--- src/hdl/cpu_pkg.sv ---
// Shared types for the three-stage 16-bit integer pipeline.
// Eight registers, 5-bit opcodes in bits 15:11.
// Opcode codes outside opcode_e decode as a NOP.
// Stage payloads are packed structs carried by pipe_stage.

package cpu_pkg;

   localparam int NUM_REGS = 8;

   typedef logic [15:0] word_t;
   typedef logic [15:0] instr_t;
   typedef logic [2:0]  reg_idx_t;

   // Instruction opcodes, bits 15:11
   typedef enum logic [4:0] {
      OP_NOP  = 5'b00001,
      OP_ADDI = 5'b01000,
      OP_SLBI = 5'b10010,
      OP_ANDN = 5'b10111,
      OP_LBI  = 5'b11000,
      OP_SUB  = 5'b11001,
      OP_XOR  = 5'b11010,
      OP_ADD  = 5'b11011,
      OP_SEQ  = 5'b11100,
      OP_SLT  = 5'b11101,
      OP_SLE  = 5'b11110
   } opcode_e;

   // Execute result select
   typedef enum logic [3:0] {
      SEL_SUM  = 4'd0,
      SEL_DIFF = 4'd1,
      SEL_XOR  = 4'd2,
      SEL_ANDN = 4'd3,
      SEL_LBI  = 4'd4,
      SEL_SLBI = 4'd5,
      SEL_SEQ  = 4'd6,
      SEL_SLT  = 4'd7,
      SEL_SLE  = 4'd8
   } alu_sel_e;

   // Decode to execute
   typedef struct packed {
      alu_sel_e alu_sel;
      reg_idx_t rs;
      reg_idx_t rt;
      reg_idx_t rd;
      logic     reg_wrt;
      word_t    operand_a;
      // Holds the immediate for ADDI, LBI and SLBI
      word_t    operand_b;
      logic     use_imm;
   } id_ex_t;

   // Execute to write-back
   typedef struct packed {
      reg_idx_t rd;
      logic     reg_wrt;
      word_t    result;
   } ex_wb_t;

endpackage
--- src/hdl/cpu_core.sv ---
// Three-stage pipeline top: decode, execute, write-back.
// Instructions arrive on instr with a one-cycle instr_valid strobe;
// there is no fetch and no data memory.
// stall is a level that freezes both pipeline registers, ignores instr
// and keeps wb_valid low, so no register is written while it is high.

`timescale 1ns/1ps

module cpu_core (
   input  logic              clk,
   input  logic              arst_n,
   input  logic              instr_valid,
   input  cpu_pkg::instr_t   instr,
   input  logic              stall,
   output logic              wb_valid,
   output cpu_pkg::reg_idx_t wb_reg,
   output cpu_pkg::word_t    wb_data
);

   import cpu_pkg::*;

   reg_idx_t rd_a;
   reg_idx_t rd_b;
   word_t    data_a;
   word_t    data_b;
   id_ex_t   id_ex_d;
   id_ex_t   id_ex_q;
   logic     id_ex_valid;
   ex_wb_t   ex_wb_d;
   ex_wb_t   ex_wb_q;
   logic     ex_wb_valid;

   // Decode
   instr_decoder u_decoder (
      .instr  (instr),
      .rd_a   (rd_a),
      .rd_b   (rd_b),
      .data_a (data_a),
      .data_b (data_b),
      .id_ex  (id_ex_d)
   );

   reg_file u_reg_file (
      .clk     (clk),
      .arst_n  (arst_n),
      .rd_a    (rd_a),
      .rd_b    (rd_b),
      .wr_en   (wb_valid),
      .wr_idx  (ex_wb_q.rd),
      .wr_data (ex_wb_q.result),
      .data_a  (data_a),
      .data_b  (data_b)
   );

   // A low instr_valid enters as a bubble
   pipe_stage #(.PAYLOAD_T(cpu_pkg::id_ex_t)) u_id_ex (
      .clk       (clk),
      .arst_n    (arst_n),
      .hold      (stall),
      .in_valid  (instr_valid),
      .in_data   (id_ex_d),
      .out_valid (id_ex_valid),
      .out_data  (id_ex_q)
   );

   // Forwarding uses the raw EX/WB valid, which stays set during stall
   alu_execute u_execute (
      .id_ex      (id_ex_q),
      .wb_valid_q (ex_wb_valid),
      .ex_wb_q    (ex_wb_q),
      .ex_wb      (ex_wb_d)
   );

   pipe_stage #(.PAYLOAD_T(cpu_pkg::ex_wb_t)) u_ex_wb (
      .clk       (clk),
      .arst_n    (arst_n),
      .hold      (stall),
      .in_valid  (id_ex_valid),
      .in_data   (ex_wb_d),
      .out_valid (ex_wb_valid),
      .out_data  (ex_wb_q)
   );

   // Write-back
   assign wb_valid = ex_wb_valid && ex_wb_q.reg_wrt && !stall;
   assign wb_reg   = ex_wb_q.rd;
   assign wb_data  = ex_wb_q.result;

endmodule

--- src/hdl/alu_execute.sv ---
// Combinational execute stage.
// Forwards the EX/WB result when the older instruction writes a
// register read here; instructions two apart rely on the register
// file write-through instead.
// Compares are signed and give 1 or 0.

`timescale 1ns/1ps

module alu_execute (
   input  cpu_pkg::id_ex_t id_ex,
   input  logic            wb_valid_q,
   input  cpu_pkg::ex_wb_t ex_wb_q,
   output cpu_pkg::ex_wb_t ex_wb
);

   import cpu_pkg::*;

   logic  older_wr;
   logic  fwd_a;
   logic  fwd_b;
   word_t a;
   word_t b;
   word_t sum;
   word_t diff;
   logic  eq;
   logic  lt;
   word_t result;

   // Older instruction still in EX/WB and writing
   assign older_wr = wb_valid_q && ex_wb_q.reg_wrt;

   assign fwd_a = older_wr && (ex_wb_q.rd == id_ex.rs);
   // Immediate forms never read rt
   assign fwd_b = older_wr && !id_ex.use_imm && (ex_wb_q.rd == id_ex.rt);

   assign a = fwd_a ? ex_wb_q.result : id_ex.operand_a;
   assign b = fwd_b ? ex_wb_q.result : id_ex.operand_b;

   assign sum  = a + b;
   assign diff = b - a;
   assign eq   = (a == b);
   assign lt   = ($signed(a) < $signed(b));

   always_comb begin
      case (id_ex.alu_sel)
         SEL_SUM: begin
            result = sum;
         end
         SEL_DIFF: begin
            result = diff;
         end
         SEL_XOR: begin
            result = a ^ b;
         end
         SEL_ANDN: begin
            result = a & ~b;
         end
         SEL_LBI: begin
            result = b;
         end
         SEL_SLBI: begin
            result = (a << 8) | {8'h00, b[7:0]};
         end
         SEL_SEQ: begin
            result = {15'b0, eq};
         end
         SEL_SLT: begin
            result = {15'b0, lt};
         end
         SEL_SLE: begin
            result = {15'b0, lt | eq};
         end
         default: begin
            result = '0;
         end
      endcase
   end

   assign ex_wb.rd      = id_ex.rd;
   assign ex_wb.reg_wrt = id_ex.reg_wrt;
   assign ex_wb.result  = result;

endmodule

--- src/hdl/pipe_stage.sv ---
// Pipeline register with a valid bit, typed by its payload.
// While hold is high both payload and valid keep their value.
// Only the valid bit is reset.

`timescale 1ns/1ps

module pipe_stage #(
   parameter type PAYLOAD_T = logic
) (
   input  logic     clk,
   input  logic     arst_n,
   input  logic     hold,
   input  logic     in_valid,
   input  PAYLOAD_T in_data,
   output logic     out_valid,
   output PAYLOAD_T out_data
);

   logic     valid_q;
   PAYLOAD_T data_q;

   always_ff @(posedge clk or negedge arst_n) begin
      if (!arst_n) begin
         valid_q <= 1'b0;
      end else if (!hold) begin
         valid_q <= in_valid;
      end
   end

   always_ff @(posedge clk) begin
      if (!hold) begin
         data_q <= in_data;
      end
   end

   assign out_valid = valid_q;
   assign out_data  = data_q;

endmodule

--- src/hdl/instr_decoder.sv ---
// Combinational decode of one instruction into the ID/EX payload.
// Register reads always use bits 10:8 and 7:5; operand_b is replaced
// by the sign-extended immediate for ADDI, LBI and SLBI.
// NOP and unknown opcodes leave reg_wrt low.

`timescale 1ns/1ps

module instr_decoder (
   input  cpu_pkg::instr_t   instr,
   output cpu_pkg::reg_idx_t rd_a,
   output cpu_pkg::reg_idx_t rd_b,
   input  cpu_pkg::word_t    data_a,
   input  cpu_pkg::word_t    data_b,
   output cpu_pkg::id_ex_t   id_ex
);

   import cpu_pkg::*;

   opcode_e  opcode;
   reg_idx_t rs;
   reg_idx_t rt;
   word_t    imm5_sext;
   word_t    imm8_sext;

   assign opcode    = opcode_e'(instr[15:11]);
   assign rs        = instr[10:8];
   assign rt        = instr[7:5];
   assign imm5_sext = {{11{instr[4]}}, instr[4:0]};
   assign imm8_sext = {{8{instr[7]}}, instr[7:0]};

   assign rd_a = rs;
   assign rd_b = rt;

   always_comb begin
      // R-type defaults
      id_ex.alu_sel   = SEL_SUM;
      id_ex.rs        = rs;
      id_ex.rt        = rt;
      id_ex.rd        = instr[4:2];
      id_ex.reg_wrt   = 1'b0;
      id_ex.operand_a = data_a;
      id_ex.operand_b = data_b;
      id_ex.use_imm   = 1'b0;

      case (opcode)
         OP_ADD: begin
            id_ex.alu_sel = SEL_SUM;
            id_ex.reg_wrt = 1'b1;
         end
         OP_SUB: begin
            id_ex.alu_sel = SEL_DIFF;
            id_ex.reg_wrt = 1'b1;
         end
         OP_XOR: begin
            id_ex.alu_sel = SEL_XOR;
            id_ex.reg_wrt = 1'b1;
         end
         OP_ANDN: begin
            id_ex.alu_sel = SEL_ANDN;
            id_ex.reg_wrt = 1'b1;
         end
         OP_SEQ: begin
            id_ex.alu_sel = SEL_SEQ;
            id_ex.reg_wrt = 1'b1;
         end
         OP_SLT: begin
            id_ex.alu_sel = SEL_SLT;
            id_ex.reg_wrt = 1'b1;
         end
         OP_SLE: begin
            id_ex.alu_sel = SEL_SLE;
            id_ex.reg_wrt = 1'b1;
         end
         OP_ADDI: begin
            // Destination sits where rt would be
            id_ex.alu_sel   = SEL_SUM;
            id_ex.rd        = rt;
            id_ex.operand_b = imm5_sext;
            id_ex.use_imm   = 1'b1;
            id_ex.reg_wrt   = 1'b1;
         end
         OP_LBI: begin
            id_ex.alu_sel   = SEL_LBI;
            id_ex.rd        = rs;
            id_ex.operand_b = imm8_sext;
            id_ex.use_imm   = 1'b1;
            id_ex.reg_wrt   = 1'b1;
         end
         OP_SLBI: begin
            // Old rs value shifts up, so operand_a stays the register
            id_ex.alu_sel   = SEL_SLBI;
            id_ex.rd        = rs;
            id_ex.operand_b = imm8_sext;
            id_ex.use_imm   = 1'b1;
            id_ex.reg_wrt   = 1'b1;
         end
         OP_NOP: begin
            id_ex.reg_wrt = 1'b0;
         end
         default: begin
            id_ex.reg_wrt = 1'b0;
         end
      endcase
   end

endmodule

--- src/hdl/reg_file.sv ---
// Eight 16-bit registers, two combinational read ports, one write port.
// A read of the register written in the same cycle returns the new
// value, so decode sees results two instructions back.
// All registers clear on reset.

`timescale 1ns/1ps

module reg_file (
   input  logic             clk,
   input  logic             arst_n,
   input  cpu_pkg::reg_idx_t rd_a,
   input  cpu_pkg::reg_idx_t rd_b,
   input  logic             wr_en,
   input  cpu_pkg::reg_idx_t wr_idx,
   input  cpu_pkg::word_t    wr_data,
   output cpu_pkg::word_t    data_a,
   output cpu_pkg::word_t    data_b
);

   import cpu_pkg::*;

   word_t regs [NUM_REGS];

   always_ff @(posedge clk or negedge arst_n) begin
      if (!arst_n) begin
         for (int i = 0; i < NUM_REGS; i++) begin
            regs[i] <= '0;
         end
      end else if (wr_en) begin
         regs[wr_idx] <= wr_data;
      end
   end

   // Write-through bypass
   always_comb begin
      if (wr_en && (wr_idx == rd_a)) begin
         data_a = wr_data;
      end else begin
         data_a = regs[rd_a];
      end
   end

   always_comb begin
      if (wr_en && (wr_idx == rd_b)) begin
         data_b = wr_data;
      end else begin
         data_b = regs[rd_b];
      end
   end

endmodule

--- config.mk ---
export PLATFORM = sky130hd
export DESIGN_NAME = cpu_core
export DESIGN_NICKNAME = d
export VERILOG_FILES = /design/src/hdl/cpu_pkg.sv /design/src/hdl/cpu_core.sv /design/src/hdl/alu_execute.sv /design/src/hdl/pipe_stage.sv /design/src/hdl/instr_decoder.sv /design/src/hdl/reg_file.sv
export SDC_FILE = /design/constraint.sdc
export NUM_CORES = 1
export LEC_CHECK = 0
export BUFFER_PORTS_ARGS = -buffer_cell sky130_fd_sc_hd__buf_2
export CAP_MARGIN = 20
export CORE_MARGIN = 3
export CORE_UTILIZATION = 60
export CTS_BUF_LIST = sky130_fd_sc_hd__clkbuf_16
export CTS_CLUSTER_SIZE = 30
export DETAILED_ROUTE_END_ITERATION = 10
export PLACE_DENSITY = 0.77
export SETUP_SLACK_MARGIN = 0.2
export SLEW_MARGIN = 5
export SYNTH_ARGS = -nofsm -noshare
export SYNTH_HDL_FRONTEND = slang
export SYNTH_SLANG_ARGS = --single-unit
--- constraint.sdc ---
create_clock -name clk -period 11 [get_ports clk]
set_input_delay 0.55 -clock clk [delete_from_list [all_inputs] [get_ports clk]]
set_output_delay 0.55 -clock clk [all_outputs]
set_load 0.05 [all_outputs]
==> impl_metrics.ini <==
[synth]
synth_edf_count = 67
synth_area_leaders = dfrtp_1 (27%), edfxtp_1 (17%), mux2_2 (13%), mux4_2 (12%), mux2i_1 (4.4%)
postSynthNetCount = 1066
synth.avg_cell_area_sq_um = 12.0
ys_warn_count = 0
synth_top_area_cell = dfrtp_1
syn_area_sq_um = 12200
synth-seq-area-share_pct = 43.2
synthCells = 1015
synth_ff_type = dfrtp_1
synth-seq-cells = 197
async_flop_share_pct = 66.0
synth.distinct_cells = 64
synth_top_area_share_pct = 26.7

[floorplan]
die_w_microns = 148
die_y_microns = 148
num_rows = 51
pin_count = 40
fp.coreArea_sq_um = 19700
start_util_pct = 61.8
die-area_sq_um = 22000

[detailed_routing]
via_count = 8640
antenna_left = 0
drt-total-wl_microns = 31400
drtIter0Drc = 868
drc_errors = 0
dr.pass1.iters = 6
wl_per_cell_microns = 24.6
viasPerCell = 6.77

[timing]
clock_skew_ns = 0.00962
worst_pin_slew_ns = 1.04
relSlewSlack_pct = 30.3
rsz0062_at_grt = false
finalMaxSlewViolations = 0
tns_ns = 0
finalSetupViolCount = 0
fin_ws_ns = 6.48
hold_viol = 0
max_freq_mhz = 221
fin_crit_sh_pct = 41.1
whs_ns = 0.238
min_period_ns = 4.52

[worst_setup_path]
slowest_delay_ns = 0.58
crit_chain = xor2_1, nor4_4, buf_4, mux2i_1, nor2_1, xnor2_1, ha_1, nor2b_1, o2111ai_1, and3_1, nor3_1, a2111oi_0, xor2_1, o221ai_1
critPathArrivalTime_ns = 4.68
required_ns = 11.16
reg2reg_to = u_ex_wb.out_data[13]
reg2reg_slack_ns = 6.48
worst_setup_path_start_kind = flip-flop
critical_path_class = reg2reg
reg2regPathDepth = 14
slowest_stage = edfxtp_1
path_max_fanout = 40
worst_setup_path_end_kind = flip-flop
path_common_cell = xor2_1
regToRegStartpoint = u_ex_wb.out_data[19]

[clocking]
cts_htree_levels = 4
cts_tree = built
clk_latency_ns = 0.44
cts.sinks = 197
ctsRootBufferMaster = clkbuf_16
holdBufCountCts = 0
cts_max_path_buffers = 2
cts_resized = 0
post_cts_buffers = 0
clk_pin_slew_ns = 0.08
cts_buffers = 17

[layout]
syn2layout_area_growth_pct = 6.91
num_antenna_cells = 0
layoutNonFillerInstCount = 1277
drive_above_1_share_pct = 30.5
fin_util_pct = 66.0
final_net_count = 1050

[placement]
port_buffers = 39
gp_congestion = 0.972
post-dp-hpwl_microns = 20600
post-place-ws_ns = 6.57
dp.cells = 1245

[pwr]
p_per_area_nw_per_um2 = 190
p_comb_share_pct = 31.2
power.leakage_nw = 5.54
power_switching_mw = 0.832
swShare_pct = 33.6
internal_power_mw = 1.64
vdd.ir_drop.worst_v = 0.000108
power.share.sequential_pct = 43.9
power_frac_clock_pct = 24.9

[global_route]
track_usage_pct = 29.7
antenna_found_initial = 0
grt_pass1_wl_microns = 50100
grt-ovfl-total = 0
grt_pass1_vias = 8874
grt_max_degree = 78

[flow_run]
drv_cap = 0

[worst_hold_path]
hold_class = in2async

[run_status]
outcome = finished clean
synthesized netlist by cell type, drive strengths merged (2+ instances only):
cell and count:
o211ai 2, edfxtp 67, a221oi 5, o221ai 10, mux2i 54, or4 5, a21boi 2, nand2 59
a311oi 3, a211oi 2, clkbuf 57, and2 3, o21ai 56, and3 4, nor4 6, a2111oi 4
or3 5, a21o 12, ha 30, o21bai 4, a22oi 5, inv 38, a31oi 6, o22ai 2
xor2 19, o221a 6, a21oi 40, buf 34, nor2 54, xnor2 20, o21a 3, nand3b 5
nand4 6, nor3b 5, mux4 64, dfrtp 130, nand3 8, nor2b 9, o31ai 4, nor3 15
o211a 2, mux2 138
routing by layer:
layer  track usage, %  share of wire, %
met1             41.4                42
met3             5.18               6.4
met5                0                 0
met4             12.7               3.9
met2             46.6                48
flip-flops by register name, indices dropped and copies added (netlist names):
register,cells
u_ex_wb.out_data,20
u_ex_wb.out_valid,1
u_id_ex.out_data,47
u_id_ex.out_valid,1
u_reg_file.regs,128
stage by stage:
| step | total power, mW | instance area, sq um |
|---|---|---|
| 4_1_cts | 2.47 | 13000 |
| 5_1_grt | 2.61 | 13000 |
| 6_report | 2.47 | 13000 |
| 3_3_place_gp | 1.82 | 12400 |
| 2_1_floorplan | 1.66 | 12200 |
| 3_5_place_dp | 1.85 | 12400 |
cell usage in the layout, fill, tap and decap left out, types with 9 or more instances in the layout:
| cell type | Yosys | routed |
|---|---|---|
| xnor2_1 | 20 | 20 |
| a21o_1 | 12 | 12 |
| o21ai_0 | 55 | 55 |
| edfxtp_1 | 67 | 67 |
| ha_1 | 30 | 30 |
| dfrtp_1 | 130 | 130 |
| a21oi_1 | 40 | 40 |
| nor3_1 | 15 | 12 |
| o221ai_1 | 10 | 10 |
| nor2_1 | 54 | 54 |
| nand2_1 | 59 | 59 |
| buf_2 | 7 | 38 |
| mux2_2 | 136 | 136 |
| inv_1 | 38 | 37 |
| nor2b_1 | 9 | 9 |
| mux4_2 | 64 | 64 |
| clkbuf_16 | 0 | 17 |
| xor2_1 | 19 | 19 |
| mux2i_1 | 54 | 54 |
| buf_4 | 20 | 18 |
logic make-up (layout without fill, tap and decap cells):
logic type | count (synthesis) | count (layout) | synth area share (%)
and+or+nand+nor | 188 | 188 | 7.49
DFF | 197 | 197 | 43.2
xor gates and xnor gates | 39 | 39 | 2.80
adders and majority gates | 31 | 31 | 3.25
buffers and inverters | 129 | 126 | 4.76
muxes | 256 | 256 | 29.1
AOI/OAI and AO/OA | 175 | 175 | 9.37
worst max-delay path by stage:
stage | from | to | slack (ns) | cells past startpoint
4_1_cts | u_ex_wb.out_data[19] | u_ex_wb.out_data[13] | 6.53 | 14
3_5_place_dp | u_ex_wb.out_data[19] | u_ex_wb.out_data[13] | 6.57 | 14
5_1_grt | u_ex_wb.out_data[19] | u_ex_wb.out_data[13] | 6.13 | 15
3_3_place_gp | u_ex_wb.out_data[19] | u_ex_wb.out_data[13] | 6.67 | 14
6_report | u_ex_wb.out_data[19] | u_ex_wb.out_data[13] | 6.48 | 14
2_1_floorplan | stall | u_reg_file.regs[38] | 6.67 | 7
power groups by stage:
stage / registers (mW) / clock network (mW) / logic [mW]
2_1_floorplan: 1.02 / 0 / 0.638
3_3_place_gp: 1.08 / 0 / 0.744
3_5_place_dp: 1.09 / 0 / 0.760
4_1_cts: 1.08 / 0.621 / 0.767
5_1_grt: 1.11 / 0.653 / 0.850
6_report: 1.09 / 0.616 / 0.771
worst max-delay path, delay by kind of cell (launching register included):
family / cells / cell delay [ns]
multiplexers: 1 / 0.43
flip-flops: 1 / 0.58
AO/OA/AOI/OAI: 3 / 0.92
XOR/XNOR: 3 / 0.73
adder cells (fa/ha/maj): 1 / 0.28
AND/OR/NAND/NOR: 5 / 0.82
buffers and inverters: 1 / 0.47
final cells by class:
type	instances	area, sq um
tap	265	332
timing repair buffer	56	325
sequential	197	5270
fill	1415	6700
clock inverter	15	150
multi-input combinational	689	6380
inverter	38	143
clock buffer	17	425
(Power assumes the default switching activity.)
